--- src/core_params_pkg.sv ---
/* Core sizes, index widths and index types shared by every block
   of the renaming core */

package core_params_pkg;

    ///////////////////////////////////////////////////////////////////////
    // Machine sizes
    localparam int DISPATCH_WIDTH = 2;   // Dispatch and retire width
    localparam int ARCH_REGS      = 32;
    localparam int PHYS_REGS      = 64;
    localparam int ROB_SIZE       = 16;  // Power of two, pointers wrap

    ///////////////////////////////////////////////////////////////////////
    // Index and count widths
    localparam int ARCH_IDX_W  = $clog2(ARCH_REGS);          // 5
    localparam int PHYS_IDX_W  = $clog2(PHYS_REGS);          // 6
    localparam int ROB_IDX_W   = $clog2(ROB_SIZE);           // 4
    localparam int COUNT_W     = $clog2(DISPATCH_WIDTH + 1); // 0..2
    localparam int ROB_COUNT_W = $clog2(ROB_SIZE + 1);       // 0..16

    // Index types
    typedef logic [ARCH_IDX_W-1:0] arch_idx_t;
    typedef logic [PHYS_IDX_W-1:0] phys_idx_t;
    typedef logic [ROB_IDX_W-1:0]  rob_idx_t;

endpackage

--- src/core_types_pkg.sv ---
/* Packed records passed between dispatch, map table, register pool,
   reorder buffer and retire */

package core_types_pkg;

    import core_params_pkg::*;

    ///////////////////////////////////////////////////////////////////////
    // Front end side

    // Decoded instruction offered to dispatch
    typedef struct packed {
        logic      valid;
        arch_idx_t src1;
        arch_idx_t src2;
        arch_idx_t dest;   // Always present
    } dispatch_req_t;

    // Renamed view of one slot
    typedef struct packed {
        phys_idx_t src1_phys;
        phys_idx_t src2_phys;
        phys_idx_t dest_phys;  // Fresh tag from the pool
        phys_idx_t told_phys;  // Previous mapping of dest
    } rename_out_t;

    ///////////////////////////////////////////////////////////////////////
    // Back end side

    typedef struct packed {
        arch_idx_t dest_arch;
        phys_idx_t dest_phys;  // Must be complete to retire
        phys_idx_t told_phys;  // Freed on retire
    } rob_entry_t;

    // Map update, reused for register release (en and phys only)
    typedef struct packed {
        logic      en;
        arch_idx_t arch;
        phys_idx_t phys;
    } map_write_t;

    // Completion broadcast, one cycle pulse
    typedef struct packed {
        logic      valid;
        phys_idx_t tag;
    } cdb_t;

    typedef struct packed {
        logic      valid;
        arch_idx_t dest_arch;
        phys_idx_t dest_phys;
        phys_idx_t told_phys;
    } commit_t;

endpackage

--- src/map_table.sv ---
/* Speculative architectural to physical map table, combinational reads
   of current state and slot ordered writes */

module map_table
    import core_params_pkg::*;
    import core_types_pkg::*;
(
    input  logic                               clock,
    input  logic                               reset,
    input  arch_idx_t  [3*DISPATCH_WIDTH-1:0]  rd_arch,  // src1, src2, dest per slot
    output phys_idx_t  [3*DISPATCH_WIDTH-1:0]  rd_phys,
    input  map_write_t [DISPATCH_WIDTH-1:0]    writes
);

    // One physical tag per architectural register
    phys_idx_t [ARCH_REGS-1:0] map_q;

    ///////////////////////////////////////////////////////////////////////
    // Read ports

    // Reads see the state at the start of the cycle, no write forwarding
    always_comb begin
        for (int i = 0; i < 3*DISPATCH_WIDTH; i++) begin
            rd_phys[i] = map_q[rd_arch[i]];
        end
    end

    ///////////////////////////////////////////////////////////////////////
    // Write ports

    always_ff @(posedge clock) begin
        if (reset) begin
            for (int a = 0; a < ARCH_REGS; a++) begin
                map_q[a] <= phys_idx_t'(a);  // Identity mapping
            end
        end else begin
            // Later slot issues its update last and wins on a shared dest
            for (int s = 0; s < DISPATCH_WIDTH; s++) begin
                if (writes[s].en) begin
                    map_q[writes[s].arch] <= writes[s].phys;
                end
            end
        end
    end

endmodule

--- src/phys_reg_pool.sv ---
/* Physical register free list and complete list, lowest first allocation,
   release from retire and completion from the broadcast bus */

module phys_reg_pool
    import core_params_pkg::*;
    import core_types_pkg::*;
(
    input  logic                            clock,
    input  logic                            reset,
    output phys_idx_t  [DISPATCH_WIDTH-1:0] alloc_tags,   // Lowest free first
    output logic       [DISPATCH_WIDTH-1:0] alloc_avail,
    input  logic       [COUNT_W-1:0]        alloc_count,  // Tags taken this cycle
    input  map_write_t [DISPATCH_WIDTH-1:0] releases,     // Told tags from retire
    input  cdb_t       [DISPATCH_WIDTH-1:0] cdb,
    output logic       [PHYS_REGS-1:0]      complete_list
);

    logic [PHYS_REGS-1:0] free_q, free_next;
    logic [PHYS_REGS-1:0] complete_q, complete_next;
    logic [PHYS_REGS-1:0] search;  // Free set minus tags already offered

    ///////////////////////////////////////////////////////////////////////
    // Priority search for the lowest free tags

    always_comb begin
        search = free_q;
        for (int s = 0; s < DISPATCH_WIDTH; s++) begin
            alloc_tags[s]  = '0;
            alloc_avail[s] = 1'b0;
            for (int r = PHYS_REGS-1; r >= 0; r--) begin  // Scan down, lowest hit last
                if (search[r]) begin
                    alloc_tags[s]  = phys_idx_t'(r);
                    alloc_avail[s] = 1'b1;
                end
            end
            if (alloc_avail[s]) search[alloc_tags[s]] = 1'b0;  // Hide from next slot
        end
    end

    ///////////////////////////////////////////////////////////////////////
    // Next state of both lists

    always_comb begin
        free_next     = free_q;
        complete_next = complete_q;
        for (int s = 0; s < DISPATCH_WIDTH; s++) begin
            if (s < int'(alloc_count)) begin
                free_next[alloc_tags[s]]     = 1'b0;
                complete_next[alloc_tags[s]] = 1'b0;  // New value not produced yet
            end
            if (releases[s].en) free_next[releases[s].phys] = 1'b1;
            if (cdb[s].valid)   complete_next[cdb[s].tag]   = 1'b1;
        end
    end

    always_ff @(posedge clock) begin
        if (reset) begin
            free_q     <= {{(PHYS_REGS-ARCH_REGS){1'b1}}, {ARCH_REGS{1'b0}}};  // Upper half free
            complete_q <= {{(PHYS_REGS-ARCH_REGS){1'b0}}, {ARCH_REGS{1'b1}}};  // Mapped regs ready
        end else begin
            free_q     <= free_next;
            complete_q <= complete_next;
        end
    end

    assign complete_list = complete_q;

    // Retire and the broadcast bus only ever name tags still in use
    for (genvar s = 0; s < DISPATCH_WIDTH; s++) begin : g_checks
        a_release_held: assert property (@(posedge clock) disable iff (reset)
            releases[s].en |-> !free_q[releases[s].phys])
            else $error("released register already free");
        a_cdb_held: assert property (@(posedge clock) disable iff (reset)
            cdb[s].valid |-> !free_q[cdb[s].tag])
            else $error("broadcast tag is free");
    end

endmodule

--- src/rob.sv ---
/* Circular reorder buffer, appends at the tail and drops at the head
   in the same edge, exposes the oldest entries to retire */

module rob
    import core_params_pkg::*;
    import core_types_pkg::*;
(
    input  logic                            clock,
    input  logic                            reset,
    input  rob_entry_t [DISPATCH_WIDTH-1:0] push,
    input  logic       [COUNT_W-1:0]        push_count,  // Entries appended
    output logic       [ROB_COUNT_W-1:0]    free_slots,
    output rob_entry_t [DISPATCH_WIDTH-1:0] head,        // Oldest first
    output logic       [COUNT_W-1:0]        head_count,  // Valid head entries
    input  logic       [COUNT_W-1:0]        pop_count
);

    rob_entry_t [ROB_SIZE-1:0] entries;
    rob_idx_t                  head_q;   // Oldest entry
    rob_idx_t                  tail_q;   // Next free entry
    logic [ROB_COUNT_W-1:0]    count_q;  // Occupancy

    ///////////////////////////////////////////////////////////////////////
    // Head view

    always_comb begin
        for (int s = 0; s < DISPATCH_WIDTH; s++) begin
            head[s] = entries[head_q + rob_idx_t'(s)];  // Index wraps at ROB_SIZE
        end
    end

    assign head_count = (count_q >= ROB_COUNT_W'(DISPATCH_WIDTH)) ?
                        COUNT_W'(DISPATCH_WIDTH) : COUNT_W'(count_q);
    assign free_slots = ROB_COUNT_W'(ROB_SIZE) - count_q;

    ///////////////////////////////////////////////////////////////////////
    // Storage

    always_ff @(posedge clock) begin
        for (int s = 0; s < DISPATCH_WIDTH; s++) begin
            if (s < int'(push_count)) begin
                entries[tail_q + rob_idx_t'(s)] <= push[s];
            end
        end
    end

    // Pointers and occupancy
    always_ff @(posedge clock) begin
        if (reset) begin
            head_q  <= '0;
            tail_q  <= '0;
            count_q <= '0;
        end else begin
            head_q  <= head_q + rob_idx_t'(pop_count);
            tail_q  <= tail_q + rob_idx_t'(push_count);
            count_q <= count_q + ROB_COUNT_W'(push_count) - ROB_COUNT_W'(pop_count);
        end
    end

    ///////////////////////////////////////////////////////////////////////
    // Dispatch and retire must respect the buffer bounds

    a_no_overflow: assert property (@(posedge clock) disable iff (reset)
        ROB_COUNT_W'(push_count) <= free_slots)
        else $error("push beyond free entries");

    a_no_underflow: assert property (@(posedge clock) disable iff (reset)
        ROB_COUNT_W'(pop_count) <= count_q)
        else $error("pop beyond occupancy");

endmodule

--- src/dispatch_unit.sv ---
/* Dispatch count and register renaming of one group, with bypass of
   older in-group destinations into younger slots */

module dispatch_unit
    import core_params_pkg::*;
    import core_types_pkg::*;
(
    input  dispatch_req_t [DISPATCH_WIDTH-1:0]   reqs,
    input  logic          [ROB_COUNT_W-1:0]      rob_free,
    input  phys_idx_t     [DISPATCH_WIDTH-1:0]   alloc_tags,
    input  logic          [DISPATCH_WIDTH-1:0]   alloc_avail,
    output arch_idx_t     [3*DISPATCH_WIDTH-1:0] map_rd_arch,
    input  phys_idx_t     [3*DISPATCH_WIDTH-1:0] map_rd_phys,
    output logic          [COUNT_W-1:0]          disp_count,
    output rename_out_t   [DISPATCH_WIDTH-1:0]   renamed,
    output map_write_t    [DISPATCH_WIDTH-1:0]   map_writes,
    output rob_entry_t    [DISPATCH_WIDTH-1:0]   rob_push
);

    logic prefix_open;  // No slot rejected so far

    ///////////////////////////////////////////////////////////////////////
    // Accepted prefix, limited by ROB entries and free tags

    always_comb begin
        prefix_open = 1'b1;
        disp_count  = '0;
        for (int s = 0; s < DISPATCH_WIDTH; s++) begin
            if (prefix_open && reqs[s].valid && alloc_avail[s] && (s < int'(rob_free))) begin
                disp_count = COUNT_W'(s + 1);
            end else begin
                prefix_open = 1'b0;  // Everything after a gap waits
            end
        end
    end

    // Map lookups, three per slot
    always_comb begin
        for (int s = 0; s < DISPATCH_WIDTH; s++) begin
            map_rd_arch[3*s]   = reqs[s].src1;
            map_rd_arch[3*s+1] = reqs[s].src2;
            map_rd_arch[3*s+2] = reqs[s].dest;  // Gives the told tag
        end
    end

    ///////////////////////////////////////////////////////////////////////
    // Tag selection with in-group bypass

    always_comb begin
        for (int s = 0; s < DISPATCH_WIDTH; s++) begin
            renamed[s].src1_phys = map_rd_phys[3*s];
            renamed[s].src2_phys = map_rd_phys[3*s+1];
            renamed[s].told_phys = map_rd_phys[3*s+2];
            renamed[s].dest_phys = alloc_tags[s];
            // Older slots in program order, the nearest writer wins
            for (int p = 0; p < s; p++) begin
                if (reqs[p].dest == reqs[s].src1) renamed[s].src1_phys = alloc_tags[p];
                if (reqs[p].dest == reqs[s].src2) renamed[s].src2_phys = alloc_tags[p];
                if (reqs[p].dest == reqs[s].dest) renamed[s].told_phys = alloc_tags[p];
            end
        end
    end

    // Map updates and ROB records, only accepted slots take effect
    always_comb begin
        for (int s = 0; s < DISPATCH_WIDTH; s++) begin
            map_writes[s].en      = (s < int'(disp_count));
            map_writes[s].arch    = reqs[s].dest;
            map_writes[s].phys    = alloc_tags[s];
            rob_push[s].dest_arch = reqs[s].dest;
            rob_push[s].dest_phys = alloc_tags[s];
            rob_push[s].told_phys = renamed[s].told_phys;  // ROB writes only push_count
        end
    end

endmodule

--- src/retire_unit.sv ---
/* In-order retire of completed head entries, told register release and
   registered commit packets */

module retire_unit
    import core_params_pkg::*;
    import core_types_pkg::*;
(
    input  logic                            clock,
    input  logic                            reset,
    input  rob_entry_t [DISPATCH_WIDTH-1:0] head,
    input  logic       [COUNT_W-1:0]        head_count,
    input  logic       [PHYS_REGS-1:0]      complete_list,
    output logic       [COUNT_W-1:0]        pop_count,
    output map_write_t [DISPATCH_WIDTH-1:0] releases,
    output commit_t    [DISPATCH_WIDTH-1:0] commits
);

    logic prefix_open;  // All older head entries retire

    // Stop at the first empty or incomplete entry
    always_comb begin
        prefix_open = 1'b1;
        pop_count   = '0;
        for (int s = 0; s < DISPATCH_WIDTH; s++) begin
            if (prefix_open && (s < int'(head_count)) && complete_list[head[s].dest_phys]) begin
                pop_count = COUNT_W'(s + 1);
            end else begin
                prefix_open = 1'b0;
            end
        end
    end

    // Superseded tags go back to the pool at this edge
    always_comb begin
        for (int s = 0; s < DISPATCH_WIDTH; s++) begin
            releases[s].en   = (s < int'(pop_count));
            releases[s].arch = head[s].dest_arch;
            releases[s].phys = head[s].told_phys;
        end
    end

    ///////////////////////////////////////////////////////////////////////
    // Commit packets, one cycle after retire
    always_ff @(posedge clock) begin
        if (reset) begin
            commits <= '0;
        end else begin
            for (int s = 0; s < DISPATCH_WIDTH; s++) begin
                commits[s] <= '{valid:     (s < int'(pop_count)),
                                dest_arch: head[s].dest_arch,
                                dest_phys: head[s].dest_phys,
                                told_phys: head[s].told_phys};
            end
        end
    end

endmodule

--- src/rename_core.sv ---
/* Top of the renaming core, connects dispatch, map table, register pool,
   reorder buffer and retire */

module rename_core
    import core_params_pkg::*;
    import core_types_pkg::*;
(
    input  logic                               clock,
    input  logic                               reset,
    input  dispatch_req_t [DISPATCH_WIDTH-1:0] reqs,        // Valid slots contiguous from 0
    input  cdb_t          [DISPATCH_WIDTH-1:0] cdb,
    output logic          [COUNT_W-1:0]        disp_count,  // Same cycle as reqs
    output rename_out_t   [DISPATCH_WIDTH-1:0] renamed,
    output commit_t       [DISPATCH_WIDTH-1:0] commits
);

    // Rename side
    arch_idx_t  [3*DISPATCH_WIDTH-1:0] map_rd_arch;
    phys_idx_t  [3*DISPATCH_WIDTH-1:0] map_rd_phys;
    map_write_t [DISPATCH_WIDTH-1:0]   map_writes;
    phys_idx_t  [DISPATCH_WIDTH-1:0]   alloc_tags;
    logic       [DISPATCH_WIDTH-1:0]   alloc_avail;
    logic       [PHYS_REGS-1:0]        complete_list;

    // ROB and retire side
    logic       [ROB_COUNT_W-1:0]      rob_free;
    rob_entry_t [DISPATCH_WIDTH-1:0]   rob_push;
    rob_entry_t [DISPATCH_WIDTH-1:0]   rob_head;
    logic       [COUNT_W-1:0]          head_count;
    logic       [COUNT_W-1:0]          pop_count;
    map_write_t [DISPATCH_WIDTH-1:0]   releases;

    ///////////////////////////////////////////////////////////////////////
    // Stages

    dispatch_unit dispatch_instance (
        .reqs(reqs), .rob_free(rob_free),
        .alloc_tags(alloc_tags), .alloc_avail(alloc_avail),
        .map_rd_arch(map_rd_arch), .map_rd_phys(map_rd_phys),
        .disp_count(disp_count), .renamed(renamed),
        .map_writes(map_writes), .rob_push(rob_push)
    );

    map_table map_table_instance (
        .clock(clock), .reset(reset),
        .rd_arch(map_rd_arch), .rd_phys(map_rd_phys), .writes(map_writes)
    );

    phys_reg_pool pool_instance (
        .clock(clock), .reset(reset),
        .alloc_tags(alloc_tags), .alloc_avail(alloc_avail),
        .alloc_count(disp_count),  // Every accepted slot takes a tag
        .releases(releases), .cdb(cdb), .complete_list(complete_list)
    );

    rob rob_instance (
        .clock(clock), .reset(reset),
        .push(rob_push), .push_count(disp_count), .free_slots(rob_free),
        .head(rob_head), .head_count(head_count), .pop_count(pop_count)
    );

    retire_unit retire_instance (
        .clock(clock), .reset(reset),
        .head(rob_head), .head_count(head_count), .complete_list(complete_list),
        .pop_count(pop_count), .releases(releases), .commits(commits)
    );

endmodule

--- config.mk ---
export PLATFORM = sky130hd
export DESIGN_NAME = rename_core
export DESIGN_NICKNAME = d
export VERILOG_FILES = /design/src/core_params_pkg.sv /design/src/core_types_pkg.sv /design/src/map_table.sv /design/src/phys_reg_pool.sv /design/src/rob.sv /design/src/dispatch_unit.sv /design/src/retire_unit.sv /design/src/rename_core.sv
export SDC_FILE = /design/constraint.sdc
export NUM_CORES = 2
export LEC_CHECK = 0
export BUFFER_PORTS_ARGS = -buffer_cell sky130_fd_sc_hd__buf_2
export CAP_MARGIN = 10
export CORE_MARGIN = 2
export CORE_UTILIZATION = 43
export CTS_BUF_LIST = sky130_fd_sc_hd__clkbuf_8
export DETAILED_ROUTE_END_ITERATION = 10
export PLACE_DENSITY = 0.61
export SLEW_MARGIN = 15
export SYNTH_ARGS = -nofsm -noshare
export SYNTH_HDL_FRONTEND = slang
export SYNTH_SLANG_ARGS = --single-unit
export TNS_END_PERCENT = 20
--- constraint.sdc ---
create_clock -name clock -period 5.55 [get_ports clock]
set_clock_uncertainty 0.05 [all_clocks]
set_input_delay 0.555 -clock clock [delete_from_list [all_inputs] [get_ports clock]]
set_output_delay 0.555 -clock clock [all_outputs]
set_load 0.05 [all_outputs]
==> metrics <==
Cell variety after synth=90; Clk Latency, worst-skew pair=0.82 ns; hold path cells=3; Post-Syn Instances=4953; Synth Area per Inst=9.287 sq um; Final Cell Area=0.05362 sq mm; CP required=4.95 ns; worst reg-to-reg setup slack=0.13 ns; largest net degree at the start of global routing=93; crit-path cells=or2_2 > a221o_1 > a221oi_4 > nand3b_1 > nand3_4 > buf_4 > o41ai_2 > nand4_1 > buf_4 > a211o_1 > or2_4 > inv_2 > buf_6 > buf_12; outcome=completed; Final setup viols=0; Final HPWL DP=148000 um; Detailed Route Iter0 Violations=6964; DRT Wirelength=209700 um; share of cells above drive strength 1=27.91%; CTS tree=yes; critical path class=reg -> out; Final Max Slew Viols=0; Bufs on Longest Clock Path=3; initial antenna violation count=4; Max Fclk=0.1812 GHz; Worst Setup End Kind=output port; most frequent cells in the layout=dfxtp_1 (631), nand2_1 (558), mux4_2 (509), buf_4 (418), nor2_1 (410); yosys warns=0; post-route clock period utilization=99.45%; # nets final=5214; Main synth FF type=dfxtp_1; nature of the critical path startpoint=flop; RSZ-0062 raised after global routing=yes; first-pass GRT wire length=301200 um; Final min period=5.519 ns; row count=119; GR Overflow Total=0; die span in y=331.1 um; sequential area share after synthesis=27.90%; crit-path max FO=9; # clock sinks=641; initial core utilization=43.51%; max-cap violation count=0; worst min-delay path endpoint=pool_instance.complete_list[12]$_SDFF_PP1_; post-synthesis net count=5020; ys async rst share=0%; final hold vios=0; CP max-delay cell=o41ai_2; # port buffers=133; Total Die Area=0.1096 sq mm; Worst Hold Class=in -> reg; Total GRT Usage=37.34%; WL per Instance=31.62 um; worst min-delay path startpoint=cdb[9]; Num CTS Buffers=117; CP arrival=4.91 ns; first drt pass iteration count=8; DR vias=46400; DRC viols=0; worst reg-to-reg path cell count=20; Final ANT Viol Nets=0; Top cell by count, worst path=buf_4; Mapped Area=0.04600 sq mm; placed cell count=6391; CP top delay family=compound AO/OA/AOI/OAI gates; clk root buf=clkbuf_8; Util after Layout=50.72%; Worst R2R End=rob_instance.count_q[4]$_SDFF_PP0_; Area Overhead vs Synth=16.57%; most common cell after layout, fill and taps aside=dfxtp_1; number of global-route vias before repair=43310; routed vias/inst=6.996; placed cell areas=0.05002 sq mm; Worst Max-Slew Pin Slew=1.386 ns; #FFs+latches synth=641; Buf/Inv on CP=5; Hold WS=0.07625 ns; DIE WIDTH=331.1 um; H-tree depth=3; Non-Filler Instances=6633; # IOs=134; Routability Congestion=1.045; CP max stage delay=0.40 ns; FF-to-FF Start=rob_instance.head_q[1]$_SDFF_PP0_; Worst-path clk slew=0.06 ns; core area=0.1057 sq mm; EDFF count, synth=0; Slew Limit Headroom=7.197%
[what timing repair did]
action,CTS,global route
gates resized for setup,70,94
setup buffers,5,22
cloned,0,1
pin swaps,4,22
endpoints found under the setup margin,8,9
hold buffers,0,0
[final cells by class]
class,count,area (sq um)
inverters,66,260.3
diodes,3,7.507
well taps,1391,1740
multi-input cells,3750,31890
fillers,9828,52100
clock buffers,154,2120
repair buffers,571,4299
flip-flops and latches,641,12850
clock inverters,57,450.4
[layer usage]
layer / routed length [um] / part of all wire, % / track usage [%] / vias up
met5: 27 / 0.013 / 0 / -
met4: 16100 / 7.7 / 23.85 / 4
met3: 24880 / 12 / 9.120 / 848
met2: 91220 / 43 / 56.14 / 3419
met1: 77520 / 37 / 48.12 / 22560
li1: - / - / - / 19570
[through the flow]
stage	setup TNS (ns)	worst slack [ns]
floorplan	0	0.001764
global placement	0	0.08975
detailed placement	0	0.1102
CTS	-0.1226	-0.04530
global route	-0.4179	-0.1056
finish	0	0.03077
[cells in the mapped netlist (21+ instances only)]
master	instances	area share, %
a211oi_1	127	2.1
a21oi_1	215	2.3
a221o_1	34	0.74
a22o_1	57	1.1
a22oi_1	72	1.2
a31oi_1	67	0.91
a32oi_1	29	0.55
and2_1	56	0.76
buf_1	67	0.55
buf_2	21	0.23
clkbuf_1	403	3.3
dfxtp_1	641	28
inv_1	59	0.48
mux2i_1	237	5.2
mux4_2	509	25
nand2_1	564	4.6
nand2b_1	79	1.1
nand3_1	97	1.1
nand4_1	48	0.65
nor2_1	418	3.4
nor3_1	55	0.60
nor4_1	44	0.60
o211a_1	23	0.50
o211ai_1	157	2.6
o21ai_0	409	4.5
o22ai_1	25	0.34
or2_2	29	0.39
or3_1	28	0.38
[worst max path at each step]
| stage | depth (start not counted) | slack (ns) | start | to |
|---|---|---|---|---|
| after floorplan | 22 | 0.002 | pool_instance.free_q[59]$_SDFF_PP1_ | rob_instance.count_q[4]$_SDFF_PP0_ |
| after global placement | 19 | 0.09 | rob_instance.head_q[1]$_SDFF_PP0_ | rob_instance.count_q[4]$_SDFF_PP0_ |
| after detailed placement | 20 | 0.11 | pool_instance.free_q[62]$_SDFF_PP1_ | rob_instance.count_q[4]$_SDFF_PP0_ |
| after CTS | 17 | -0.05 | pool_instance.free_q[7]$_SDFF_PP0_ | renamed[32] |
| after global routing | 16 | -0.11 | pool_instance.free_q[62]$_SDFF_PP1_ | renamed[32] |
| final | 14 | 0.03 | pool_instance.free_q[21]$_SDFF_PP0_ | renamed[32] |
[registers in the layout, indices dropped and copies added (netlist names)]
register / cells
map_table_instance.map_q: 192
rob_instance.head_q: 4
rob_instance.count_q: 5
rob_instance.entries: 272
retire_instance.commits: 36
rob_instance.tail_q: 4
pool_instance.complete_list: 64
pool_instance.free_q: 64
[tightest hold or removal path, delay by kind of cell]
| family | cells | cell delay, ns |
|---|---|---|
| buffers and inverters | 1 | 0.17 |
| AO/OA/AOI/OAI | 2 | 0.18 |
[cells by family after synthesis]
| logic type | synth area share (%) |
|---|---|
| multiplexers | 30.47 |
| flip-flops | 27.90 |
| AND/OR/NAND/NOR | 15.30 |
| buffers and inverters | 4.671 |
| AO/OA/AOI/OAI | 20.58 |
| adder cells (fa/ha/maj) | 0.6039 |
| XOR/XNOR | 0.4760 |
Power is left out: the tool's default activity adds up to more than one toggle a clock period on the data nets, which glitch-free logic cannot reach.
